[config.mk]
export PLATFORM = sky130hd
export DESIGN_NAME = page_buffer
export DESIGN_NICKNAME = d
export VERILOG_FILES = /design/src/design/dc_avg_pkg.sv /design/src/design/page_buffer.sv
export VERILOG_INCLUDE_DIRS = /design/src /design/src/include
export SDC_FILE = /design/constraint.sdc
export NUM_CORES = 2
export LEC_CHECK = 0
export ABC_CLOCK_PERIOD_IN_PS = 3650
export CAP_MARGIN = 5
export CORE_MARGIN = 4
export CORE_UTILIZATION = 49
export CTS_CLUSTER_DIAMETER = 30
export CTS_CLUSTER_SIZE = 12
export DETAILED_ROUTE_END_ITERATION = 10
export DONT_BUFFER_PORTS = 1
export SLEW_MARGIN = 20
export SYNTH_ARGS = -nofsm -noshare
export SYNTH_HDL_FRONTEND = slang
export SYNTH_MEMORY_MAX_BITS = 65536
export SYNTH_SLANG_ARGS = --single-unit
[constraint.sdc]
create_clock -name xclk -period 3.65 [get_ports xclk]
set_input_delay 0.73 -clock xclk [delete_from_list [all_inputs] [get_ports xclk]]
set_output_delay 0.73 -clock xclk [all_outputs]
set_load 0.01 [all_outputs]
[src/include/dc_avg_consts.svh]
`ifndef DC_AVG_CONSTS_SVH
`define DC_AVG_CONSTS_SVH

// sample and arithmetic widths
`define DC_SAMPLE_W    9   // signed buffer sample
`define DC_DIFF_W      10  // signed sample minus average
`define DC_ACC_W       15  // 64 samples of 9 bits

// block geometry
`define DC_BLK_PIXELS  64  // 8x8 block
`define DC_AVG_SHIFT   6   // log2 of samples per block
`define DC_Y_BLOCKS    4   // Y blocks per macroblock
`define DC_C_BLOCKS    2   // Cb and Cr

`endif

[src/design/dc_avg_pkg.sv]
`include "dc_avg_consts.svh"

package dc_avg_pkg;

    typedef logic signed [`DC_SAMPLE_W-1:0] sample_t; // buffer sample
    typedef logic signed [`DC_DIFF_W-1:0]   diff_t;   // zero-mean output sample
    typedef logic signed [`DC_ACC_W-1:0]    acc_t;    // running block sum

    typedef logic [$clog2(`DC_BLK_PIXELS)-1:0] pix_t; // pixel inside a block

    // 0..3 Y, 4 Cb, 5 Cr
    typedef logic [2:0] blk_t;

    typedef logic page_t; // double-buffer page

    typedef enum logic {
        RD_IDLE,  // waiting for a complete page
        RD_BLOCK  // stepping through block pixels
    } rd_state_t;

endpackage

[src/design/page_buffer.sv]
`timescale 1ns/1ns

module page_buffer #(
    parameter int ADDR_W = 8 // 8 for Y, 7 for C
) (
    input  logic                 xclk,
    input  dc_avg_pkg::page_t    wr_page,
    input  logic [ADDR_W-1:0]    wr_addr,
    input  logic                 wr_en,
    input  dc_avg_pkg::sample_t  wr_data,
    input  dc_avg_pkg::page_t    rd_page,
    input  logic [ADDR_W-1:0]    rd_addr,
    output dc_avg_pkg::sample_t  rd_data
);
    import dc_avg_pkg::*;

    sample_t mem [2**(ADDR_W+1)]; // page is the address msb
    sample_t rd_q;                // ram latch stage

    always_ff @(posedge xclk) begin
        if (wr_en) begin
            mem[{wr_page, wr_addr}] <= wr_data;
        end
        rd_q    <= mem[{rd_page, rd_addr}]; // first read register
        rd_data <= rd_q;                    // output register of the block ram
    end

endmodule

Word level (Yosys, flattened, before mapping) --
Memories as Yosys holds them, arrays and structs flattened. A register that Yosys moved wholly into a read port is not among the register bits. Cells that the tools add are included.
Storage, ports and cells: register bits after elaboration 9, memory bits (writable) 4608, input bits 29, output and inout port bits 9, memories 1
Memory list:
- mem | depth 512, width 9, rd ports 1, clocked after memory_dff 1, write ports 1, line page_buffer.sv:17 | sample_t mem [2**(ADDR_W+1)];
Operators by class: mux-type cells 2
Operators by type and width (number):
- $mux 1 | 2

Longest topological paths before layout --
depth in word-level cells 2, depth in mapped cells 13, gate-level depth less buffers 7

Worst setup path after synthesis --
Ideal clock, no wire load.
kind input to register, from in rd_addr[0], to reg rd_q[0], read port of mem, arrival 2649 ps, slack 884 ps, stages on the path 9, buffers on the path 4, cell sequence buf_6 buf_12 buf_12 buf_4 mux4_2 mux4_2 o21ai_1 o21ai_1 and4bb_1
RTL lines:
- from (decl) | line page_buffer.sv:12 | input logic [ADDR_W-1:0] rd_addr,
- to (decl) | line page_buffer.sv:18 | sample_t rd_q;

==> results.json <==
{
  "wl_um": 504000,
  "dp_hpwl_um": 271000,
  "power_density_mw_per_mm2": 642,
  "synth-edff-count": 4608,
  "critPathRequiredTime_ns": 4.64,
  "hp-start": "wr_data[1]",
  "ys_types": 51,
  "area_delta_synth_final_pct": 24.2,
  "cap_violations": 0,
  "pin_count": 38,
  "clk_path_buf_depth": 4,
  "hold_viol": 0,
  "r2r_slack_ns": 0.87,
  "vias": 98223,
  "violations": "antenna violations",
  "clk_latency_ns": 1.09,
  "coreArea_sq_mm": 0.366,
  "gp_congestion": 0.847,
  "syn_inst": 8897,
  "grt_overflow_total": 0,
  "end_kind": "flip-flop",
  "clkSinkCount": 4626,
  "synth_fp_nets": 8926,
  "syn_avg_cell_area_sq_um": 20.2,
  "p_leak_nw": 75.2,
  "wl_per_cell_um": 31.5,
  "drcViolationCount": 0,
  "yosysTopAreaCellShare": 0.770,
  "synthFlopType": "edfxtp_1",
  "clk_pin_slew_ns": 0.05,
  "relSlewSlack": 0.148,
  "min_to": "mem[294][1]",
  "critPathMaxFanout": 93,
  "grt_max_degree": 686,
  "drt_iter0_markers": 12318,
  "rsz0062_at_grt": "no",
  "r2r-end": "rd_q[1]",
  "ys_warn_count": 0,
  "skew_ns": 0.0677,
  "grt_pass1_vias": 98337,
  "ys_seq_area_frac": 0.772,
  "numCtsBuffers": 847,
  "first_pass_iters": 7,
  "rr_worst_depth": 9,
  "setup.worst_path.start_class": "input pin",
  "place_ws_ns": -2.60,
  "io_buffer_count": 0,
  "synthTopCellsByArea": "edfxtp_1 77%, mux4_2 9.4%, mux2i_1 4.9%, o221ai_1 2.1%, nor2_1 1.3%",
  "fmax_mhz": 278,
  "vias_per_cell": 6.13,
  "synth_top_cells_by_count": "4608 x edfxtp_1, 879 x mux2i_1, 747 x mux4_2",
  "yosysTopAreaCell": "edfxtp_1",
  "die_h_um": 614,
  "setup_viol": 0,
  "maxSlewViolCount": 0,
  "cp_data_arrival_time_ns": 4.59,
  "critPathKind": "input pin to flip-flop",
  "num_rows": 222,
  "async_flop_share": 0,
  "synth_most_common_cell": "edfxtp_1",
  "tightest_slew_ns": 1.28,
  "syn_area_sq_mm": 0.180,
  "setup_ws_ns": 0.0483,
  "grt_pass1_wl_um": 713000,
  "period_share": 0.987,
  "hold_path_depth": 1,
  "ys_ff_latch": 4626,
  "hold_path_class": "input pin to flip-flop",
  "die_w_um": 614,
  "htreeDepth": 6,
  "grt_usage": 0.262,
  "dp_cells": 14267,
  "antenna_found_initial": 31,
  "clock-root-buffer": "clkbuf_16",
  "fin_cells": 16020,
  "ir_worst_vdd_uv": 540,
  "outcome": "complete, but fails checks",
  "antenna_left": 2,
  "r2r_start": "mem[315][1]",
  "cts_tree": "built",
  "drive_above_1_share": 0.304,
  "nets": 10401,
  "fp.dieArea_sq_mm": 0.377,
  "initial_core_util": 0.492,
  "finalCriticalPeriod_ns": 3.60
}
[sequential cells by signal (all words and copies together), names as in the netlist]
register and flops:
rd_q 9, rd_data 9, mem 4608
[cells in the final DEF, fill, tap and decap left out, types with 139 or more instances in the layout]
master / count
edfxtp_1: 4608
buf_4: 1052
mux2i_1: 879
clkbuf_16: 865
mux4_2: 747
nor2_1: 598
o221ai_1: 425
a21oi_1: 216
o22ai_1: 192
clkinv_1: 139
[worst max-delay path by stage]
stage | start | end | slack, ns | cells after the start
2_1_floorplan | rd_addr[0] | rd_q[0] | 0.88 | 9
3_3_place_gp | rd_addr[0] | rd_q[8] | -2.39 | 12
6_report | rd_addr[0] | rd_q[6] | 0.05 | 13
4_1_cts | rd_addr[0] | rd_q[8] | -0.02 | 13
3_5_place_dp | rd_addr[0] | rd_q[8] | -2.60 | 13
5_1_grt | rd_addr[0] | rd_q[7] | 0.003 | 13
[layout make-up]
cell class / count / area [sq um]
Clock inverter: 669 / 7530
Tap cell: 4816 / 6030
Inverter: 4 / 23.8
Clock buffer: 925 / 21700
Fill cell: 25592 / 142000
Antenna cell: 87 / 218
Sequential cell: 4626 / 139000
Multi-Input combinational cell: 3705 / 37900
Timing Repair Buffer: 1188 / 11100
[logic make-up after synthesis]
logic type,count (synthesis),share of synthesized area
AND/OR/NAND/NOR,960,0.0233
flip-flops,4626,0.772
buffers and inverters,566,0.0185
multiplexers,1643,0.144
AO/OA/AOI/OAI,1102,0.0430
[report_power, final]
| group | leakage [nW] | switching [mW] | internal (mW) |
|---|---|---|---|
| clock | 14.1 | 27.1 | 51.7 |
| combinational | 19.5 | 3.60 | 2.09 |
| sequential | 41.6 | 0.198 | 58.7 |
[routing by layer]
layer  track usage  wire length (um)  vias to the layer above
li1              -                 -                    40715
met1         0.374            200000                    51427
met2         0.413            242000                     5164
met3        0.0479             45600                      907
met4        0.0853             15700                       10
met5             0               368                        -
[critical path: stages]
cell and delay [ns]:
buf_16 0.33, buf_16 0.34, buf_16 0.35, buf_16 0.33, mux2i_1 0.14, o221ai_1 0.29
buf_4 0.17, a21oi_1 0.05, o21ai_0 0.61, nand4_1 0.30, buf_4 0.22, nand4_1 0.06
and4bb_1 0.20
[stage by stage]
step	setup TNS (ns)	instance area [sq um]	total power, mW	hold slack (ns)	util
finish	0	223000	143	0.0301	0.611
global route	0	223000	147	0.0208	0.610
CTS	-0.0154	222000	143	0.00779	0.607
detailed placement	-22.27	192000	64.1	0.623	0.525
global placement	-20.63	192000	64.1	0.630	0.525
floorplan	0	180000	62.5	0.310	-
[what timing repair did]
| action | 4_1_cts | 5_1_grt |
|---|---|---|
| hold endpoints to repair | 668 | 292 |
| gates resized for setup | 1 | 1 |
| gates cloned | 10 | 9 |
| endpoints found under the setup margin | 9 | 9 |
| hold buffers | 16 | 6 |
| buffers inserted | 0 | 0 |
(Power assumes the default switching activity.)
