--- config.mk ---
export PLATFORM = sky130hd
export DESIGN_NAME = dc_subtractor_flat
export DESIGN_NICKNAME = d
export VERILOG_FILES = /design/src/design/dc_avg_pkg.sv /design/src/design/avg_wr_if.sv /design/src/design/dc_subtractor.sv /design/src/flat_wrapper.sv
export VERILOG_INCLUDE_DIRS = /design/src /design/src/include
export SDC_FILE = /design/constraint.sdc
export NUM_CORES = 1
export LEC_CHECK = 0
export BUFFER_PORTS_ARGS = -buffer_cell sky130_fd_sc_hd__buf_2
export CORE_ASPECT_RATIO = 0.8
export CORE_MARGIN = 2
export CORE_UTILIZATION = 40
export CTS_CLUSTER_DIAMETER = 150
export DETAILED_ROUTE_END_ITERATION = 8
export PLACE_DENSITY = 0.66
export SYNTH_ARGS = -nofsm -noshare
export SYNTH_HDL_FRONTEND = slang
export SYNTH_SLANG_ARGS = --single-unit
--- constraint.sdc ---
create_clock -name xclk -period 3.05 [get_ports xclk]
set_input_delay 0.4575 -clock xclk [delete_from_list [all_inputs] [get_ports xclk]]
set_output_delay 0.4575 -clock xclk [all_outputs]
set_load 0.02 [all_outputs]
--- src/include/dc_avg_consts.svh ---
`ifndef DC_AVG_CONSTS_SVH
`define DC_AVG_CONSTS_SVH

// sample and arithmetic widths
`define DC_SAMPLE_W    9   // signed buffer sample
`define DC_DIFF_W      10  // signed sample minus average
`define DC_ACC_W       15  // 64 samples of 9 bits

// block geometry
`define DC_BLK_PIXELS  64  // 8x8 block
`define DC_AVG_SHIFT   6   // log2 of samples per block
`define DC_Y_BLOCKS    4   // Y blocks per macroblock
`define DC_C_BLOCKS    2   // Cb and Cr

`endif

--- src/design/dc_avg_pkg.sv ---
`include "dc_avg_consts.svh"

package dc_avg_pkg;

    typedef logic signed [`DC_SAMPLE_W-1:0] sample_t; // buffer sample
    typedef logic signed [`DC_DIFF_W-1:0]   diff_t;   // zero-mean output sample
    typedef logic signed [`DC_ACC_W-1:0]    acc_t;    // running block sum

    typedef logic [$clog2(`DC_BLK_PIXELS)-1:0] pix_t; // pixel inside a block

    // 0..3 Y, 4 Cb, 5 Cr
    typedef logic [2:0] blk_t;

    typedef logic page_t; // double-buffer page

    typedef enum logic {
        RD_IDLE,  // waiting for a complete page
        RD_BLOCK  // stepping through block pixels
    } rd_state_t;

endpackage

--- src/design/avg_wr_if.sv ---
`timescale 1ns/1ns

interface avg_wr_if;
    import dc_avg_pkg::*;

    logic    we;   // single-cycle write strobe
    page_t   page; // page the averaged block was written to
    blk_t    blk;  // block number inside the macroblock
    sample_t avg;  // truncated average or zero

    modport src (
        output we, page, blk, avg
    );

    modport dst (
        input we, page, blk, avg
    );

endinterface

--- src/design/dc_subtractor.sv ---
`timescale 1ns/1ns

module dc_subtractor (
    input  logic                xclk,
    input  logic                reset,
    avg_wr_if.dst               avg_in,
    input  dc_avg_pkg::page_t   rd_page,
    input  dc_avg_pkg::blk_t    rd_blk,
    input  logic                c_sel,
    input  dc_avg_pkg::sample_t y_data,
    input  dc_avg_pkg::sample_t c_data,
    output dc_avg_pkg::diff_t   dout,
    output dc_avg_pkg::sample_t avr
);
    import dc_avg_pkg::*;

    sample_t    avg_mem [16]; // {page, block}
    sample_t    avg_q;        // readback, one cycle after address
    sample_t    avg_qq;       // aligned with buffer data
    logic [1:0] c_sel_d;
    sample_t    smp;

    always_ff @(posedge xclk) begin
        if (avg_in.we) begin
            avg_mem[{avg_in.page, avg_in.blk}] <= avg_in.avg;
        end
        avg_q  <= avg_mem[{rd_page, rd_blk}];
        avg_qq <= avg_q;
        if (reset) begin
            c_sel_d <= '0;
        end else begin
            c_sel_d <= {c_sel_d[0], c_sel}; // follows the 2 cycle buffer read
        end
        dout <= diff_t'(smp) - diff_t'(avg_qq); // both sign-extended
        avr  <= avg_qq;
    end

    assign smp = c_sel_d[1] ? c_data : y_data;

endmodule

--- src/flat_wrapper.sv ---
// flat-port wrapper written by rule: the top's interface ports become plain ports
module dc_subtractor_flat import dc_avg_pkg::*;
  (xclk, reset, rd_page, rd_blk, c_sel, y_data, c_data, dout, avr, avg_in_we, avg_in_page, avg_in_blk, avg_in_avg);
  avg_wr_if avg_in_i ();
  input  logic xclk;
  input  logic reset;
  input  dc_avg_pkg::page_t rd_page;
  input  dc_avg_pkg::blk_t rd_blk;
  input  logic c_sel;
  input  dc_avg_pkg::sample_t y_data;
  input  dc_avg_pkg::sample_t c_data;
  output dc_avg_pkg::diff_t dout;
  output dc_avg_pkg::sample_t avr;
  input wire logic [$bits(avg_in_i.we)-1:0] avg_in_we;
  input wire logic [$bits(avg_in_i.page)-1:0] avg_in_page;
  input wire logic [$bits(avg_in_i.blk)-1:0] avg_in_blk;
  input wire logic [$bits(avg_in_i.avg)-1:0] avg_in_avg;
  assign avg_in_i.we = avg_in_we;
  assign avg_in_i.page = avg_in_page;
  assign avg_in_i.blk = avg_in_blk;
  assign avg_in_i.avg = avg_in_avg;
  dc_subtractor u_core (.xclk(xclk), .reset(reset), .avg_in(avg_in_i), .rd_page(rd_page), .rd_blk(rd_blk), .c_sel(c_sel), .y_data(y_data), .c_data(c_data), .dout(dout), .avr(avr));
endmodule
-- Word level (Yosys, flattened, before mapping)
Memories as Yosys holds them, arrays and structs flattened. A register that Yosys moved wholly into a read port is not among the register bits.
Index checks and enable logic that the tools add are counted.
- $add $sub $neg: 1
- multiplexer cells: 3
- operator list (operator ; number):
    9-bit by 9-bit subtractor with 10-bit output ; 1
    9-bit 2-to-1 mux ; 1
    1-bit 2-to-1 mux ; 2
- register bits after elaboration: 30
- input bits: 39
- memories: 1
- bits in writable memories: 144
- memory list (name ; depth ; width ; read ports ; clocked after Yosys merged registers in ; wr ports ; RTL line ; source):
    u_core.avg_mem ; 16 ; 9 ; 1 ; 1 ; 1 ; dc_subtractor.sv:17 ; sample_t avg_mem [16];

-- Logic depth before layout (Yosys ltp)
- word-level depth: 2
- gate-level depth with buffers: 9

-- Worst setup path after synthesis
No wires, ideal clock.
- path type: register to register
- from: register u_core.c_sel_d[1]
- to: register u_core.dout[8]
- setup slack: 0.744 ns
- arrival: 2.200 ns
- data required time: 2.944 ns
- cell stages (with the launch flop): 10
- path buffers: 1
- cells stage by stage: dfxtp_1 clkbuf_1 mux2i_1 ha_1 inv_1 fa_1 a21oi_1 nor4_1 or2_2 o311ai_0
- word-level cells in the longest chain between the ends: 2
- ends and longest elaborated chain (what ; RTL line ; source):
    from (decl) ; dc_subtractor.sv:20 ; logic [1:0] c_sel_d;
    from (signal assigned) ; dc_subtractor.sv:32 ; c_sel_d <= {c_sel_d[0], c_sel};
    9-bit 2-to-1 mux ; dc_subtractor.sv:38 ; assign smp = c_sel_d[1] ? c_data : y_data;
    9-bit by 9-bit subtractor with 10-bit output ; dc_subtractor.sv:34 ; dout <= diff_t'(smp) - diff_t'(avg_qq);
    to (signal assigned) ; dc_subtractor.sv:34 ;
    to (decl) ; dc_subtractor.sv:12 ; output dc_avg_pkg::diff_t dout,
No other way between the ends.
A chain may end at the register's enable or synchronous reset.

-- Worst setup path after layout
Same ends and word-level chain as after synthesis.

==> flow_summary.toml <==
[status]
status = "finished, final reports clean"

[worst_setup_path]
cp.arrival_ps = 2700
required_ps = 3370
crit_slowest_cell = "dfxtp_1"
crit_start = "u_core.c_sel_d[1]$_SDFF_PP0_"
worstSetupPathType = "flip-flop to flip-flop"
ff2ff_path_depth = 8
path_buf_inv = 1
r2r_start = "u_core.c_sel_d[1]$_SDFF_PP0_"
rr_endpoint = "u_core.dout[8]$_DFF_P_"
r2r_slack_ps = 670
critPathMaxFanout = 9
cp_cell_sequence = "mux2i_1 > ha_1 > inv_1 > fa_1 > a21oi_1 > nor4_1 > or2_2 > o311ai_0"
setup.worst_path.end_class = "flip-flop"
cp_top_family = "adder cells"
cp-start-kind = "flip-flop"
crit_path_max_incr_delay_ps = 540

[timing]
finalHoldViolations = 0
max_freq_mhz = 420
slew_headroom = 0.387
setup-violations-final = 0
whs_ps = 206
skew_ps = 5.19
finalMaxSlewViolations = 0
rsz0062_at_grt = "no"
tightest_slew_ps = 915
fin_crit_sh = 0.781
setup-tns-final_ps = 0
final.min_clock_period_ps = 2380

[floorplan]
coreArea_um2 = 16700
die_y_um = 122
die_w_um = 151
io_pins = 58
dieArea_um2 = 18400
initial_core_util = 0.414
rows = 42

[worst_hold_path]
holdPathStages = 2
hold_end = "u_core.c_sel_d[0]$_SDFF_PP0_"
hp-start = "reset"
min-delay-path-class = "input port to flip-flop"

[clock_tree]
cts_tree = "built"
cts_resized = 0
clockBufferDepth = 2
postCtsHoldBufs = 0
clkTransAtPathRegs_ps = 60
clk_latency_ps = 430
cts_root_buf = "clkbuf_16"
cts_buffers = 17
htreeDepth = 4
post-cts-setup-buffer-count = 0
cts_sinks = 183

[routing]
vias = 3442
initialDrtViolationCount = 267
viasPerCell = 5.13
routed_wirelength_um = 12900
wire_per_inst_um = 19.2
drc_errors = 0
ant_nets = 0
dr.pass1.iters = 5

[logic_synthesis]
ys_warn_count = 0
syn_avg_cell_area_um2 = 19.3
synth_fa_ha_area_frac = 0.0192
synth_most_common_cell = "edfxtp_1"
postSynthCellCount = 359
syn-num-nets = 408
synth_xor_area_frac = 0.00634
ys.flop_type = "edfxtp_1"
synthTopCellsByArea = "edfxtp_1, dfxtp_1, mux4_2"
netlist.area_leader.share = 0.626
yosysSeqAreaShare = 0.739
synth_enable_flop_cells = 144
synth_mux_area_frac = 0.139
synth_compound_area_frac = 0.0391
synthSimpleGateAreaFrac = 0.0346
synthesis.area_um2 = 6910
synth_commonest_cells = "edfxtp_1, dfxtp_1, mux4_2"
ys_types = 40
synth_top_family_by_area = "multiplexers"
synth_area_leader_cell = "edfxtp_1"
ys_async_sr_fraction = 0
synth-seq-cells = 183

[final_layout]
fillers = 1392
syn2layout_area_growth_pct = 17.4
drive_gt1_frac = 0.302
n_antenna_cell = 0
fin_nets = 488

[global_route]
grt_max_degree = 28
overflow = 0
grt_antenna_before_repair = 0
grt_pass1_wl_um = 19600
grt_usage = 0.149
grt_pass1_vias = 3430

[job]
cap_violations = 0

[place]
gp_congestion = 0.810
io_buffer_count = 57
post-dp-hpwl_um = 8520

[power_and_ir_drop]
ir_drop_v = 0.000429
leakagePower_nw = 2.90
p_per_area_nw_per_um2 = 692
## worst max path at each step
stage                                   endpoint  slack [ps]  cells after the start
after global routing      u_core.dout[8]$_DFF_P_         330                      8
after CTS                 u_core.dout[8]$_DFF_P_         640                      8
final                     u_core.dout[8]$_DFF_P_         670                      8
after detailed placement  u_core.dout[8]$_DFF_P_         670                      8
after floorplan           u_core.dout[8]$_DFF_P_         740                      9
after global placement    u_core.dout[8]$_DFF_P_         710                      8
## per-layer routing
layer / part of all wire / GRT usage / vias to the layer above
met4: 0.0070 / 0.0403 / 0
met1: 0.47 / 0.208 / 1705
met5: 0 / 0 / -
met3: 0.072 / 0.0442 / 10
li1: - / - / 1600
met2: 0.45 / 0.232 / 127
## kinds of logic after synthesis
family / Yosys count
mux: 45
simple gates: 50
buf+inv: 27
flops: 183
fa+ha+maj: 10
compound gates: 39
xor+xnor: 5
## stage by stage
step                setup WS, ps  cells  total power, W   util  instance area (µm²)
floorplan                    744    359         0.00323      -                 6910
global placement             708    640         0.00340  0.448                 7490
detailed placement           665    640         0.00341  0.448                 7490
CTS                          643    671         0.00566  0.485                 8110
global route                 334    671         0.00583  0.485                 8110
finish                       667    671         0.00562  0.485                 8110
## registers in the layout (all words and copies together) (netlist names)
| signal | cells |
|---|---|
| u_core.avg_q | 9 |
| u_core.avg_mem | 144 |
| u_core.avr | 9 |
| u_core.dout | 10 |
| u_core.avg_qq | 9 |
| u_core.c_sel_d | 2 |
## worst reg2reg max path: stages, from the launching register on
cell and delay, ps:
dfxtp_1 540, mux2i_1 250, ha_1 190, inv_1 60, fa_1 410, a21oi_1 210, nor4_1 80, or2_2 290
o311ai_0 260
## cell usage in the layout (no fill, tap or decap), drive strengths merged, types with 8 or more instances in the layout
cell      n
edfxtp  144
nor2     17
buf      73
inv      20
ha        9
mux4     36
dfxtp    39
a22oi    18
mux2      8
nand2    12
clkbuf   17
## layout make-up
| cell class | instances | area [µm²] | share of cell area |
|---|---|---|---|
| flip-flops and latches | 183 | 5100 | 0.629 |
| repair buffers | 73 | 405 | 0.0500 |
| clock buffers | 17 | 425 | 0.0524 |
| multi-input cells | 149 | 1650 | 0.203 |
| well taps | 220 | 275 | 0.0339 |
| inverters | 15 | 56.3 | 0.00694 |
| clock inverters | 14 | 195 | 0.0241 |
## where the power goes
group,total (W),leakage [nW],internal [W],switching (W)
logic,0.000499,0.967,0.000201,0.000298
registers,0.00285,1.63,0.00282,0.0000366
clock network,0.00226,0.305,0.00131,0.000950
Power figures use the tool's default switching activity.
