--- config.mk ---
export PLATFORM = sky130hd
export DESIGN_NAME = readout_sequencer
export DESIGN_NICKNAME = d
export VERILOG_FILES = /design/src/design/dc_avg_pkg.sv /design/src/design/readout_sequencer.sv
export VERILOG_INCLUDE_DIRS = /design/src /design/src/include
export SDC_FILE = /design/constraint.sdc
export NUM_CORES = 1
export LEC_CHECK = 0
export BUFFER_PORTS_ARGS = -buffer_cell sky130_fd_sc_hd__buf_2
export CAP_MARGIN = 0
export CELL_PAD_IN_SITES_DETAIL_PLACEMENT = 1
export CELL_PAD_IN_SITES_GLOBAL_PLACEMENT = 1
export CORE_MARGIN = 2
export CORE_UTILIZATION = 29
export CTS_BUF_LIST = sky130_fd_sc_hd__clkbuf_2
export CTS_CLUSTER_SIZE = 28
export DETAILED_ROUTE_END_ITERATION = 8
export PLACE_DENSITY_LB_ADDON = 0.1
export SETUP_SLACK_MARGIN = 0.1
export SYNTH_ARGS = -nofsm -noshare
export SYNTH_HDL_FRONTEND = slang
export SYNTH_SLANG_ARGS = --single-unit
--- constraint.sdc ---
create_clock -name xclk -period 2.1 [get_ports xclk]
set_clock_uncertainty 0.1 [all_clocks]
set_input_delay 0.21 -clock xclk [delete_from_list [all_inputs] [get_ports xclk]]
set_output_delay 0.21 -clock xclk [all_outputs]
set_load 0.005 [all_outputs]
--- src/include/dc_avg_consts.svh ---
`ifndef DC_AVG_CONSTS_SVH
`define DC_AVG_CONSTS_SVH

// sample and arithmetic widths
`define DC_SAMPLE_W    9   // signed buffer sample
`define DC_DIFF_W      10  // signed sample minus average
`define DC_ACC_W       15  // 64 samples of 9 bits

// block geometry
`define DC_BLK_PIXELS  64  // 8x8 block
`define DC_AVG_SHIFT   6   // log2 of samples per block
`define DC_Y_BLOCKS    4   // Y blocks per macroblock
`define DC_C_BLOCKS    2   // Cb and Cr

`endif

--- src/design/dc_avg_pkg.sv ---
`include "dc_avg_consts.svh"

package dc_avg_pkg;

    typedef logic signed [`DC_SAMPLE_W-1:0] sample_t; // buffer sample
    typedef logic signed [`DC_DIFF_W-1:0]   diff_t;   // zero-mean output sample
    typedef logic signed [`DC_ACC_W-1:0]    acc_t;    // running block sum

    typedef logic [$clog2(`DC_BLK_PIXELS)-1:0] pix_t; // pixel inside a block

    // 0..3 Y, 4 Cb, 5 Cr
    typedef logic [2:0] blk_t;

    typedef logic page_t; // double-buffer page

    typedef enum logic {
        RD_IDLE,  // waiting for a complete page
        RD_BLOCK  // stepping through block pixels
    } rd_state_t;

endpackage

--- src/design/readout_sequencer.sv ---
`timescale 1ns/1ns
`include "dc_avg_consts.svh"

module readout_sequencer (
    input  logic              xclk,
    input  logic              reset,
    input  logic              rd_start,
    input  dc_avg_pkg::page_t rd_page,
    input  logic              rd_mono,
    input  logic              rd_first,
    input  logic              rd_last,
    output dc_avg_pkg::page_t buf_page,
    output logic [7:0]        buf_addr,
    output logic              c_sel,
    output logic              dv,
    output logic              ds,
    output dc_avg_pkg::blk_t  tn,
    output logic              first,
    output logic              last,
    output logic              lastinmb
);
    import dc_avg_pkg::*;

    localparam int DLY = 3; // buffer ram 2 plus subtractor 1

    rd_state_t           state;
    pix_t                pix;
    blk_t                blk;
    page_t               page_r;
    logic                mono_r, first_r, last_r;
    logic                pend;     // page completed during the current readout
    logic                active, last_pix, last_blk, go, launch;
    logic [7:0]          tag;      // dv ds lastinmb first last tn
    logic [DLY-1:0][7:0] pipe;

    assign active   = (state == RD_BLOCK);
    assign last_pix = (pix == pix_t'(`DC_BLK_PIXELS - 1));
    assign last_blk = (blk == (mono_r ? blk_t'(`DC_Y_BLOCKS - 1)
                                      : blk_t'(`DC_Y_BLOCKS + `DC_C_BLOCKS - 1)));
    assign go       = rd_start || pend;
    assign launch   = go && (!active || (last_pix && last_blk)); // back to back across pages

    always_ff @(posedge xclk) begin
        if (reset) begin
            state <= RD_IDLE;
            pix   <= '0;
            blk   <= '0;
            pend  <= 1'b0;
            pipe  <= '0;
        end else begin
            pipe <= {pipe[DLY-2:0], tag};
            case (state)
                RD_IDLE: begin
                    if (launch) begin
                        state <= RD_BLOCK;
                        pend  <= 1'b0;
                    end
                end
                RD_BLOCK: begin
                    pix <= pix + 1'b1; // wraps to 0 at block end
                    if (last_pix && last_blk) begin
                        blk  <= '0;
                        pend <= 1'b0;
                        if (!go) state <= RD_IDLE;
                    end else begin
                        if (last_pix) blk <= blk + 1'b1;
                        if (rd_start) pend <= 1'b1;
                    end
                end
                default: state <= RD_IDLE;
            endcase
        end
        if (launch) begin
            page_r  <= rd_page;
            mono_r  <= rd_mono;
            first_r <= rd_first;
            last_r  <= rd_last;
        end
    end

    assign tag = {active, active && (pix == '0), active && last_blk,
                  active && first_r, active && last_r, blk};

    assign buf_page = page_r;
    assign buf_addr = {blk[1:0], pix}; // Y block or Cb/Cr in bit 6
    assign c_sel    = blk[2];

    assign {dv, ds, lastinmb, first, last, tn} = pipe[DLY-1];

endmodule

======== After elaboration in Yosys (flattened, before gate mapping) ========
Cells that the tools add are included.
W data, S select, Z words.
word-level totals
  word-level logic and storage cells ...... 42
  RAM bits ................................ 0
  bits in latches ......................... 0
  bits in registers ....................... 39
  input port bits ......................... 7
  ROM bits ................................ 0
  output and inout port bits .............. 18
  memories kept ........................... 0
operators by class
  divide/modulo/power cells ............... 0
  $lt $le $gt $ge ......................... 0
  bitwise gates (word level) .............. 1
  mux-type cells .......................... 11
  reductions and logical operators ........ 13
  add/sub/neg operators ................... 2
  eq/ne operators ......................... 4
  $mul .................................... 0
  shift-type cells ........................ 0
operator list
  operator               number
  $mux W3                3
  $add A6 B1 Y6 const B  1
  $eq A6 B6 Y1 const B   1
  $logic_and A1 B1 Y1    6
  $logic_not A6 Y1       1
  $mux W1                6
  $pmux W1 S2            2
  $reduce_and A2 Y1      2
  $add A3 B1 Y3 const B  1
  $eq A3 B3 Y1           1
  $ne A3 B2 Y1 const B   1
  $logic_or A1 B1 Y1     2
  $ne A2 B2 Y1 const B   1
  $reduce_bool A2 Y1     1
  $logic_not A1 Y1       1
  $not A1 Y1             1

======== Longest topological paths before layout ========
  depth after elaboration ................. 7
  gate-level depth with buffers ........... 5
  gate-level depth less buffers ........... 5

======== Least setup slack after synthesis ========
Ideal clock, no wire load.
  path kind ............................... reg-to-reg
  start point ............................. reg blk[2]
  end point ............................... reg page_r (netlist: buf_page) (enable)
  arrival ................................. 1.320 ns
  clock period less this slack ............ 1.760 ns
  setup time .............................. 0.339 ns
  setup slack ............................. 0.340 ns
  data required time ...................... 1.661 ns
  stages on the path, launching flop included .. 5
  path buffers ............................ 0
  cells stage by stage .................... dfxtp_1 -> nor3b_2 -> o21ai_2 -> or3_1 -> a21oi_1
on the way
  word-level cells in the longest chain between the ends .. 4
RTL lines
  item                      RTL line                 source
  start: declaration        readout_sequencer.sv:28  blk_t blk;
  start signal: assignment  readout_sequencer.sv:66  if (last_pix) blk <= blk + 1'b1;
  $eq A3 B3 Y1              readout_sequencer.sv:38  assign last_blk = (blk == (mono_r ? blk_t'(`DC_Y_BLOCKS - 1)
  $logic_and A1 B1 Y1       readout_sequencer.sv:41  assign launch = go && (!active || (last_pix && last_blk));
  $logic_or A1 B1 Y1        readout_sequencer.sv:41
  $logic_and A1 B1 Y1       readout_sequencer.sv:41
  net launch                readout_sequencer.sv:32  logic active, last_pix, last_blk, go, launch;
  end signal: assignment    readout_sequencer.sv:74  page_r <= rd_page;
  end: declaration          readout_sequencer.sv:29  page_t page_r;
The timed path passes the listed nets, and every way through them passes these cells.
A chain may end at the register's enable or synchronous reset.

======== Worst setup path in the final report ========
  start point ............................. reg blk[1]
  end point ............................... reg last_r (enable)
on the way
  word-level cells in the longest chain between the ends .. 4
RTL lines
  item                    RTL line                 source
  $eq A3 B3 Y1            readout_sequencer.sv:38
  $logic_and A1 B1 Y1     readout_sequencer.sv:41
  $logic_or A1 B1 Y1      readout_sequencer.sv:41
  $logic_and A1 B1 Y1     readout_sequencer.sv:41
  net launch              readout_sequencer.sv:32
  end signal: assignment  readout_sequencer.sv:77  last_r <= rd_last;
  end: declaration        readout_sequencer.sv:30  logic mono_r, first_r, last_r;
The timed path passes the listed nets, and every way through them passes these cells.

==> impl_results.md <==
- FMAX: 0.561 GHz
- Leak: 0.000672 uW
- Final total power: 1210 uW
- Hold EP: pipe[11]
- # rows: 24
- Met1 wire length: 1020 um
- Total GRT Usage: 10.2%
- Core Region: 4350 um2
- Die Ht: 71.3 um
- Number of global-route vias before repair: 880
- Pre-Repair DR Iteration Count: 3
- Share of the yosys chip area belonging to registers: 62.4%
- Final Setup Violations: 0
- Seq cells post-synth: 39
- Layout net count: 159
- Largest net degree at the start of global routing: 30
- HP Start: pipe[3]
- Die area: 5090 um2
- Max clock buf depth: 2
- Data arrival, critical path: 1.78 ns
- CP required: 2.10 ns
- DR WL met3: 127 um
- Crit end category: flip-flop
- GPL Wtd Cong: 0.723
- Vias: 869
- Syn Nets: 128
- CP delay by family, top: simple AND/OR/NAND/NOR gates
- Initial antenna violation count: 0
- Synthesized area per cell: 11.1 um2
- Post-route ant nets: 0
- Worst skew pair latency: 0.38 ns
- Post-detailed-route DRC marker count: 0
- Boundary Pins: 25
- Area delta synth->final: 19.8%
- Hold WC Path Type: reg2reg
- Root buffer cell: clkbuf_2
- Reg2Reg Depth: 4
- Number of cells on the critical path: 4
- Syn. warnings: 0
- GRT Residual Overflow: 0
- Status: finished, final reports clean
- Layout cell share with drive strength beyond 1: 26.7%
- Critical path buffers and inverters: 0
- Slew headroom: 77.9%
- Pwr/cell area: 770 nW/um2
- Crit Reg-Reg Startpoint: blk[1]
- CP peak stage delay: 0.47 ns
- Maxcap violations: 0
- Number of buffers added on ports: 24
- Post-synthesis async set-or-reset flop share: 0%
- Min Tclk post-route: 1.78 ns
- Syn Inst Count: 118
- Pins Over Slew Limit: 0
- RSZ-0062 raised after global routing: no
- WL/cell: 11.3 um
- TritonCTS Buffers: 5
- Horiz. Die Dim: 71.3 um
- Fin. Hold Viols: 0
- Clock sink count: 39
- CP max stage cell: dfxtp_1
- Mapped Area: 1320 um2
- Vias per inst: 4.30
- Worst VDD drop: 0.000235 V
- Crit-path max FO: 6
- Clock-pin slew on the worst setup and hold paths: 0.20 ns
- Post-synth EDFFs: 4
- Top Layer Used: met4
- Worst Tran Pin Value: 0.331 ns
- Worst hold slack: 0.359 ns
- Detailed Route Iter0 Violations: 37
- # diodes: 0
- Post-synth cell types: 30
- Fin crit share: 84.9%
- CP Launch Type: flip-flop
- Number of setup buffers added after CTS: 0
- Hold path depth: 1
- Worst r2r dst: last_r
- R2r setup slk: 0.32 ns
- Critical path cell sequence: and3b_2 -> o21ai_2 -> or3_1 -> a21oi_2
- Routed met2 length: 1090 um
- Post-DP HPWL: 1540 um
- WL final: 2290 um
- Synth Flop Type: dfxtp_1
- Starting density of the core: 30.2%
- H-tree levels: 2
- Post-route setup TNS: 0 ns
- CP Class: reg2reg
- CTS tree: done
- First-pass GRT wire length: 3900 um
power breakdown:
part,total [uW],switching (uW),internal [uW]
combinational,78.7,35.9,42.8
sequential,804,20.0,783
clock,332,249,82.6
registers in the layout (all words and copies together) (netlist names):
register,cells
last_r,1
tn,3
mono_r,1
buf_page,1
first,1
blk,3
lastinmb,1
last,1
pend,1
dv,1
pipe,16
first_r,1
ds,1
active,1
pix,6
per-stage QoR:
stage / instance area [um2] / utilization (%) / cells / worst slack (ns)
floorplan: 1320 / - / 118 / 0.340
detailed placement: 1470 / 33.7 / 188 / 0.204
global route: 1580 / 36.2 / 202 / 0.200
CTS: 1570 / 36.1 / 202 / 0.172
finish: 1580 / 36.2 / 202 / 0.316
global placement: 1470 / 33.7 / 188 / 0.246
logic make-up after synthesis:
| logic type | count (synthesis) | synth area share [%] |
|---|---|---|
| simple gates | 51 | 22.4 |
| mux | 1 | 0.761 |
| fa+ha+maj | 3 | 2.85 |
| compound gates | 8 | 3.62 |
| flops | 39 | 62.4 |
| buf+inv | 11 | 4.66 |
| xor+xnor | 5 | 3.33 |
cells in the final DEF (no fill, tap or decap), drive strengths merged, types with 2 or more instances in the layout:
| master | Yosys | routed |
|---|---|---|
| or3 | 2 | 2 |
| nand4 | 2 | 2 |
| nand3 | 2 | 2 |
| o21ai | 3 | 3 |
| a21oi | 3 | 3 |
| and2 | 2 | 2 |
| dlygate4sd3 | 0 | 6 |
| clkbuf | 3 | 5 |
| inv | 2 | 4 |
| nor2 | 9 | 9 |
| nand2 | 6 | 6 |
| buf | 6 | 27 |
| xor2 | 3 | 3 |
| dfxtp | 35 | 35 |
| xnor2 | 2 | 2 |
| ha | 3 | 3 |
| edfxtp | 4 | 4 |
| nor2b | 20 | 20 |
layout make-up:
cell class                      instances  area (um2)
Fill cell                             509        2780
Inverter                                2        7.51
Clock inverter                          3        17.5
Tap cell                               52        65.1
Multi-Input combinational cell         68         437
Timing Repair Buffer                   33         203
Sequential cell                        39         821
Clock buffer                            5        25.0
how the worst max path moves through the flow:
stage | start | end | slack (ns)
after floorplan | blk[2] | buf_page | 0.34
after global placement | blk[2] | buf_page | 0.25
after detailed placement | blk[1] | first_r | 0.20
final | blk[1] | last_r | 0.32
after CTS | blk[1] | last_r | 0.17
after global routing | pix[0] | last_r | 0.20
cell usage after synthesis, types with 2 or more instances:
cell,instances,area [um2]
xor2_1,3,26.3
inv_1,2,7.51
ha_1,3,37.5
nand3_1,2,10.0
dfxtp_1,35,701
nand2_1,6,22.5
a21oi_1,3,15.0
and2_1,2,12.5
or3_1,2,12.5
nor2b_1,20,125
buf_4,5,37.5
clkbuf_1,3,11.3
nor2_1,9,33.8
xnor2_1,2,17.5
o21ai_0,2,10.0
edfxtp_1,4,120
nand4_1,2,12.5
what timing repair did:
item,in CTS,in global routing
endpoints found under the setup margin,0,4
hold buffers,6,0
hold endpoints to repair,7,0
resized for setup,0,1
routing by layer:
metal | vias to the layer above | track usage [%]
met4 | 0 | 5.66
met5 | - | 0
li1 | 442 | -
met2 | 22 | 17.1
met1 | 400 | 10.9
met3 | 5 | 3.94
Power figures use the tool's default switching activity.
