## config.mk

```make
export PLATFORM = sky130hd
export DESIGN_NAME = block_accumulator_flat
export DESIGN_NICKNAME = d
export VERILOG_FILES = /design/src/design/dc_avg_pkg.sv /design/src/design/avg_wr_if.sv /design/src/design/block_accumulator.sv /design/src/flat_wrapper.sv
export VERILOG_INCLUDE_DIRS = /design/src /design/src/include
export SDC_FILE = /design/constraint.sdc
export NUM_CORES = 1
export LEC_CHECK = 0
export BUFFER_PORTS_ARGS = -buffer_cell sky130_fd_sc_hd__buf_2
export CORE_UTILIZATION = 40
export CTS_BUF_LIST = sky130_fd_sc_hd__clkbuf_4 sky130_fd_sc_hd__clkbuf_8
export CTS_CLUSTER_SIZE = 24
export DETAILED_ROUTE_END_ITERATION = 7
export GPL_TIMING_DRIVEN = 0
export PLACE_DENSITY = 0.65
export SKIP_LAST_GASP = 1
export SYNTH_ARGS = -nofsm -noshare
export SYNTH_HDL_FRONTEND = slang
export SYNTH_SLANG_ARGS = --single-unit
```

## constraint.sdc

```tcl
create_clock -name xclk -period 9.95 [get_ports xclk]
set_clock_uncertainty 0.05 [all_clocks]
set_input_delay 0.995 -clock xclk [delete_from_list [all_inputs] [get_ports xclk]]
set_output_delay 0.995 -clock xclk [all_outputs]
set_load 0.005 [all_outputs]
```

## src/include/dc_avg_consts.svh

```systemverilog
`ifndef DC_AVG_CONSTS_SVH
`define DC_AVG_CONSTS_SVH

// sample and arithmetic widths
`define DC_SAMPLE_W    9   // signed buffer sample
`define DC_DIFF_W      10  // signed sample minus average
`define DC_ACC_W       15  // 64 samples of 9 bits

// block geometry
`define DC_BLK_PIXELS  64  // 8x8 block
`define DC_AVG_SHIFT   6   // log2 of samples per block
`define DC_Y_BLOCKS    4   // Y blocks per macroblock
`define DC_C_BLOCKS    2   // Cb and Cr

`endif

```

## src/design/dc_avg_pkg.sv

```systemverilog
`include "dc_avg_consts.svh"

package dc_avg_pkg;

    typedef logic signed [`DC_SAMPLE_W-1:0] sample_t; // buffer sample
    typedef logic signed [`DC_DIFF_W-1:0]   diff_t;   // zero-mean output sample
    typedef logic signed [`DC_ACC_W-1:0]    acc_t;    // running block sum

    typedef logic [$clog2(`DC_BLK_PIXELS)-1:0] pix_t; // pixel inside a block

    // 0..3 Y, 4 Cb, 5 Cr
    typedef logic [2:0] blk_t;

    typedef logic page_t; // double-buffer page

    typedef enum logic {
        RD_IDLE,  // waiting for a complete page
        RD_BLOCK  // stepping through block pixels
    } rd_state_t;

endpackage

```

## src/design/avg_wr_if.sv

```systemverilog
`timescale 1ns/1ns

interface avg_wr_if;
    import dc_avg_pkg::*;

    logic    we;   // single-cycle write strobe
    page_t   page; // page the averaged block was written to
    blk_t    blk;  // block number inside the macroblock
    sample_t avg;  // truncated average or zero

    modport src (
        output we, page, blk, avg
    );

    modport dst (
        input we, page, blk, avg
    );

endinterface

```

## src/design/block_accumulator.sv

```systemverilog
`timescale 1ns/1ns
`include "dc_avg_consts.svh"

module block_accumulator (
    input  logic                xclk,
    input  logic                reset,
    input  logic                mb_start,
    input  dc_avg_pkg::page_t   wr_page,
    input  logic                subtract_en,
    input  logic                y_we,
    input  logic [7:0]          y_addr,
    input  dc_avg_pkg::sample_t y_data,
    input  logic                c_we,
    input  logic [6:0]          c_addr,
    input  dc_avg_pkg::sample_t c_data,
    avg_wr_if.src               avg_out,
    output logic                blk_done,
    output dc_avg_pkg::blk_t    done_blk
);
    import dc_avg_pkg::*;

    localparam int NBLK = `DC_Y_BLOCKS + `DC_C_BLOCKS;

    logic [NBLK-1:0] en_q;       // one-hot block of the registered sample
    logic [NBLK-1:0] fresh;      // next sample of this block restarts its sum
    logic [NBLK-1:0] hit;        // 64th sample of the block is being added
    sample_t         y_q, c_q;   // samples aligned with en_q
    page_t           page_q;
    acc_t            sum     [NBLK];
    acc_t            sum_nxt [NBLK];
    sample_t         avg_nxt [NBLK];
    pix_t            cnt     [NBLK];
    logic            y_hit, c_hit;
    blk_t            y_idx, c_idx;
    logic            we_q;
    blk_t            blk_q;
    page_t           avg_page;
    sample_t         avg_q;
    logic            c_pend;     // C block finished together with a Y block
    blk_t            pend_blk;
    sample_t         pend_avg;

    always_comb begin
        for (int i = 0; i < NBLK; i++) begin
            sum_nxt[i] = (fresh[i] ? acc_t'(0) : sum[i]) + acc_t'((i < `DC_Y_BLOCKS) ? y_q : c_q);
            hit[i]     = en_q[i] && !fresh[i] && (cnt[i] == pix_t'(`DC_BLK_PIXELS - 1));
            avg_nxt[i] = subtract_en ? sample_t'(sum_nxt[i] >>> `DC_AVG_SHIFT) : sample_t'(0);
        end
        y_hit = 1'b0;
        y_idx = '0;
        for (int i = 0; i < `DC_Y_BLOCKS; i++) begin
            if (hit[i]) begin
                y_hit = 1'b1;
                y_idx = blk_t'(i);
            end
        end
        c_hit = 1'b0;
        c_idx = blk_t'(`DC_Y_BLOCKS);
        for (int i = `DC_Y_BLOCKS; i < NBLK; i++) begin
            if (hit[i]) begin
                c_hit = 1'b1;
                c_idx = blk_t'(i);
            end
        end
    end

    always_ff @(posedge xclk) begin
        if (reset) begin
            en_q   <= '0;
            fresh  <= '1; // first sample after reset starts every sum
            we_q   <= 1'b0;
            c_pend <= 1'b0;
        end else begin
            en_q <= '0;
            if (y_we) en_q[y_addr[7:6]] <= 1'b1;
            if (c_we) en_q[`DC_Y_BLOCKS + c_addr[6]] <= 1'b1;
            fresh  <= mb_start ? '1 : (fresh & ~en_q);
            we_q   <= y_hit || c_hit || c_pend;
            c_pend <= y_hit && c_hit; // Y goes first, C one cycle later
        end
        y_q    <= y_data;
        c_q    <= c_data;
        page_q <= wr_page;
        for (int i = 0; i < NBLK; i++) begin
            if (en_q[i]) begin
                sum[i] <= sum_nxt[i];
                cnt[i] <= fresh[i] ? pix_t'(1) : cnt[i] + 1'b1;
            end
        end
        if (y_hit) begin
            blk_q <= y_idx;
            avg_q <= avg_nxt[y_idx];
        end else if (c_hit) begin
            blk_q <= c_idx;
            avg_q <= avg_nxt[c_idx];
        end else begin
            blk_q <= pend_blk;
            avg_q <= pend_avg;
        end
        if (y_hit || c_hit) avg_page <= page_q;
        if (c_hit) begin
            pend_blk <= c_idx;
            pend_avg <= avg_nxt[c_idx]; // snapshot so a new macroblock cannot disturb it
        end
    end

    assign avg_out.we   = we_q;
    assign avg_out.page = avg_page;
    assign avg_out.blk  = blk_q;
    assign avg_out.avg  = avg_q;
    assign blk_done     = we_q;
    assign done_blk     = blk_q;

endmodule

```

## src/flat_wrapper.sv

```systemverilog
// flat-port wrapper written by rule: the top's interface ports become plain ports
module block_accumulator_flat import dc_avg_pkg::*;
  (xclk, reset, mb_start, wr_page, subtract_en, y_we, y_addr, y_data, c_we, c_addr, c_data, blk_done, done_blk, avg_out_we, avg_out_page, avg_out_blk, avg_out_avg);
  avg_wr_if avg_out_i ();
  input  logic xclk;
  input  logic reset;
  input  logic mb_start;
  input  dc_avg_pkg::page_t wr_page;
  input  logic subtract_en;
  input  logic y_we;
  input  logic [7:0] y_addr;
  input  dc_avg_pkg::sample_t y_data;
  input  logic c_we;
  input  logic [6:0] c_addr;
  input  dc_avg_pkg::sample_t c_data;
  output logic blk_done;
  output dc_avg_pkg::blk_t done_blk;
  output wire logic [$bits(avg_out_i.we)-1:0] avg_out_we;
  output wire logic [$bits(avg_out_i.page)-1:0] avg_out_page;
  output wire logic [$bits(avg_out_i.blk)-1:0] avg_out_blk;
  output wire logic [$bits(avg_out_i.avg)-1:0] avg_out_avg;
  assign avg_out_we = avg_out_i.we;
  assign avg_out_page = avg_out_i.page;
  assign avg_out_blk = avg_out_i.blk;
  assign avg_out_avg = avg_out_i.avg;
  block_accumulator u_core (.xclk(xclk), .reset(reset), .mb_start(mb_start), .wr_page(wr_page), .subtract_en(subtract_en), .y_we(y_we), .y_addr(y_addr), .y_data(y_data), .c_we(c_we), .c_addr(c_addr), .c_data(c_data), .avg_out(avg_out_i), .blk_done(blk_done), .done_blk(done_blk));
endmodule
```

Word-level counts from Yosys, hierarchy flattened --
Memory sizes are Yosys's and may differ from the RTL's. Cells that the tools add are included.
Cells by class: $add $sub $neg 13, $lt $le $gt $ge 6, equality and inequality tests 6, multiplexer cells 57, bitwise logic cells 5, reductions and logical operators 24
Operators with widths (number):
- $mux 9 | 12
- $add 15x9->15 | 6
- $mux 15 | 6
- $bmux 9 s3 | 2
- $mux 6 | 8
- $add 6x1->6 const B | 6
- $eq 6x6->1 const B | 6
- $ge 32x1->1 const B | 1
- $lt 32x4->1 const B | 1
- $mux 1 | 22
- $logic_and 1x1->1 | 15
- $mux 3 | 4
- $ge 4x4->1 const B | 2
- $not 3->4 | 2
- $and 6x6->6 | 1
- $logic_not 1->1 | 6
- $not 6->6 | 1
- $or 6x6->6 | 1
- $add 3x1->4 const A | 1
- $lt 2x4->1 const B | 1
- $mux 4 | 1
- $demux 1 s3 | 1
- $demux 1 s2 | 1
- $ge 2x1->1 const B | 1
- 2 further kinds | 3
Word-level totals: register bits after elaboration 58, bits in writable memories 126, output and inout port bits 18, memories 2
Memory list:
- u_core.sum | words 6, width 15, read ports 6, clocked after Yosys merged registers in 0, wr ports 6, line block_accumulator.sv:29 | acc_t sum [NBLK];
- u_core.cnt | words 6, width 6, read ports 6, clocked after Yosys merged registers in 0, wr ports 6, line block_accumulator.sv:32 | pix_t cnt [NBLK];

Longest topological paths before layout --
word-level depth 11, depth in mapped cells 15, gate-level depth less buffers 13

Worst setup path after synthesis --
OpenSTA, ideal clock, no wires.
path kind flip-flop to flip-flop, from register u_core.fresh[5], to register u_core.avg_q[8], in the netlist u_core.avg_out.avg[8], setup time 0.122 ns, data arrival time 3.144 ns, data required time 9.778 ns, setup slack 6.635 ns, stages on the path, launching flop included 15, clock period less this slack 3.315 ns, cells stage by stage dfxtp_1 clkbuf_1 clkbuf_1 nor2b_1 ha_1 fa_1 a211oi_1 o21ai_1 and3_1 nor2_1 nand3_1 o211a_1 a22o_1 a21o_1 a221o_1
RTL lines:
- from (decl) | line block_accumulator.sv:25 | logic [NBLK-1:0] fresh;
- from (signal assigned) | line block_accumulator.sv:77 | fresh <= mb_start ? '1 : (fresh & ~en_q);
- to (signal assigned) | line block_accumulator.sv:92 | avg_q <= avg_nxt[y_idx];
- to (signal assigned) | line block_accumulator.sv:95 | avg_q <= avg_nxt[c_idx];
- to (signal assigned) | line block_accumulator.sv:98 | avg_q <= pend_avg;
- to (decl) | line block_accumulator.sv:38 | sample_t avg_q;

==> impl_metrics.env <==
export IMPL_status="completed"
export IMPL_antenna_found_initial=0
export IMPL_crit_slowest_cell="fa_1"
export IMPL_dr_pass1_iters=4
export IMPL_die_height_um=165
export IMPL_drtAntennaViolNets=0
export IMPL_diodes=0
export IMPL_hpwl_um=17000
export IMPL_hold_start="u_core.page_q"
export IMPL_fin_nets=1212
export IMPL_cts_setup_buffers=0
export IMPL_relSlewSlack_pct=17.7
export IMPL_htreeDepth=4
export IMPL_grt_remaining_overflow=0
export IMPL_final_cell_mix="127 x edfxtp_1, 102 x nor2b_1, 90 x ha_1, 81 x nor2_1, 72 x nand2_1"
export IMPL_required_ns=10.26
export IMPL_dieWidth_um=165
export IMPL_synth_top_cell_area_share_pct=36.0
export IMPL_drive_gt1_share_pct=8.26
export IMPL_vias_per_cell=5.31
export IMPL_fmax_mhz=249
export IMPL_finalHoldViolCount=0
export IMPL_power_density_mw_per_mm2=130
export IMPL_port_buffers=44
export IMPL_grt_usage_pct=18.0
export IMPL_clock_latency_ns=0.47
export IMPL_async_reset_ff_share_pct=0
export IMPL_crit_chain="clkbuf_1, clkbuf_1, nor2b_1, ha_1, fa_1, a211oi_1, o21ai_1, and3_1, nor2_1, nand3_1, o211a_1, a22o_1, a21o_1, a221o_1"
export IMPL_path_common_cell="clkbuf_1"
export IMPL_start_kind="flip-flop"
export IMPL_leakage_nw=4.68
export IMPL_cts_repair_resized=0
export IMPL_synth_ff_type="edfxtp_1"
export IMPL_cts_made_buffers=17
export IMPL_max_cap_violations=0
export IMPL_fin_crit_sh_pct=40.3
export IMPL_arrival_ns=4.32
export IMPL_drv_slew=0
export IMPL_netlist_area_mm2=0.0106
export IMPL_ios=58
export IMPL_worst_ir_drop_vdd_v=0.000104
export IMPL_ctsRootBufferMaster="clkbuf_8"
export IMPL_r2r_start="u_core.fresh[5]"
export IMPL_path_class="reg2reg"
export IMPL_crit_fanout=10
export IMPL_dieArea_mm2=0.0271
export IMPL_clkSlewWorstSetupHoldPaths_ns=0.10
export IMPL_cts_sinks=184
export IMPL_grt_setup_unrepaired="false"
export IMPL_synthToLayoutAreaGrowth_pct=10.0
export IMPL_ys_seq_area_share_pct=46.8
export IMPL_tns_ns=0
export IMPL_wire_per_inst_um=16.3
export IMPL_start_util_pct=40.7
export IMPL_cp_slowest_stage_delay_ns=0.44
export IMPL_yosys_top_cells_area="edfxtp_1 36%, dfxtp_1 11%, ha_1 11%"
export IMPL_avgSynthCellArea_um2=10.5
export IMPL_mostFrequentLayoutCell="edfxtp_1"
export IMPL_worst_pin_slew_ns=1.23
export IMPL_cts_tree="built"
export IMPL_vias=7564
export IMPL_rows=59
export IMPL_ys_types=60
export IMPL_drt_total_wl_um=23200
export IMPL_syn_inst=1013
export IMPL_grt_pass1_wl_um=37600
export IMPL_end_kind="flip-flop"
export IMPL_synth_warnings=0
export IMPL_clockBufferDepth=2
export IMPL_synth_edf_count=127
export IMPL_setup_viol_count_final=0
export IMPL_drc_errors=0
export IMPL_gp_congestion=0.828
export IMPL_hold_ws_ns=0.366
export IMPL_drtIter0Drc=464
export IMPL_hold_buffers=0
export IMPL_grt_max_degree=26
export IMPL_min_period_ns=4.01
export IMPL_ys_ff_latch=184
export IMPL_grt_pass1_vias=7446
export IMPL_ff2ff_setup_slack_ns=5.94
export IMPL_core_mm2=0.0261
export IMPL_hp_class="reg2reg"
export IMPL_yosysTopAreaCell="edfxtp_1"
export IMPL_syn_num_nets=1149
export IMPL_startpoint="u_core.fresh[5]"
## worst paths after layout
kind / to / cells past startpoint
min: u_core.avg_out.page / 0
max reg2reg: u_core.avg_out.avg[8] / 14
min reg2reg: u_core.avg_out.page / 0
max: u_core.avg_out.avg[8] / 14
## layout make-up
| class | instances | area, um^2 |
|---|---|---|
| plain buffers | 24 | 105 |
| clock buffers | 19 | 255 |
| clock inverters | 13 | 166 |
| fillers | 2461 | 14400 |
| inverters | 28 | 105 |
| multi-input cells | 777 | 5430 |
| flip-flops and latches | 184 | 4950 |
| well taps | 335 | 419 |
| repair buffers | 44 | 220 |
## logic make-up (layout without fill, tap and decap cells)
kind of cell             count (synthesis)  after routing  share of synthesized area [%]
AO/OA/AOI/OAI                          242            242                           15.1
XOR/XNOR                                92             92                           7.60
adder cells (fa/ha/maj)                 96             96                           11.8
buffers and inverters                   52            128                           1.98
flip-flops                             184            184                           46.8
multiplexers                             4              4                          0.437
AND/OR/NAND/NOR                        343            343                           16.4
## worst max-delay path: cells and delay by family (launching register included)
kind                     cells  cell delay, ns
AO/OA/AOI/OAI                6            1.39
adder cells (fa/ha/maj)      2            0.71
buffers and inverters        2            0.81
flip-flops                   1            0.35
AND/OR/NAND/NOR              4            0.58
## Yosys cell counts (5+ instances only)
master,number
a22o_1,5
o21ai_0,43
nor3_1,14
dfxtp_1,57
a22oi_1,7
xnor2_1,57
ha_1,90
o21bai_1,14
o21a_1,9
nor2_1,81
xor2_1,35
edfxtp_1,127
nand4_1,8
fa_1,6
o21ai_1,9
o31ai_1,5
inv_1,28
nand3_1,26
a221o_1,6
and3_1,9
clkbuf_1,20
a31oi_1,6
nor2b_1,102
a21o_1,24
a211oi_1,16
or3_1,9
a21oi_1,59
nand2b_1,6
nand2_1,72
## where the power goes
part           internal [mW]  leakage, nW  switching, mW
Combinational         0.0478         2.83         0.0629
Clock                  0.262        0.220          0.287
Sequential             0.836         1.62         0.0197
Total                   1.15         4.68          0.370
## per-stage QoR
| step | util (%) | std cells | area, um^2 | power [mW] | setup WS, ns |
|---|---|---|---|---|---|
| global route | 44.7 | 1424 | 11700 | 1.57 | 5.56 |
| detailed placement | 43.1 | 1392 | 11200 | 0.984 | 5.89 |
| global placement | 43.1 | 1392 | 11200 | 0.981 | 5.95 |
| finish | 44.7 | 1424 | 11700 | 1.52 | 5.94 |
| CTS | 44.7 | 1424 | 11700 | 1.53 | 5.85 |
| floorplan | - | 1013 | 10600 | 0.948 | 6.63 |
## state kept, by name (all words and copies together) (netlist names)
register / flops
u_core.avg_out.blk: 3
u_core.pend_blk: 3
u_core.y_q: 9
u_core.cnt: 36
u_core.sum: 90
u_core.c_pend: 1
u_core.page_q: 1
u_core.pend_avg: 9
u_core.avg_out.we: 1
u_core.avg_out.page: 1
u_core.en_q: 6
u_core.c_q: 9
u_core.avg_out.avg: 9
u_core.fresh: 6
## metal layers
metal | up-vias | wire length (um) | GRT usage (%)
met5 | - | 0 | 0
met4 | 0 | 493 | 6.30
met3 | 33 | 672 | 2.96
met2 | 125 | 11000 | 30.3
met1 | 3583 | 11000 | 23.3
li1 | 3823 | - | -
Power figures use the tool's default switching activity.
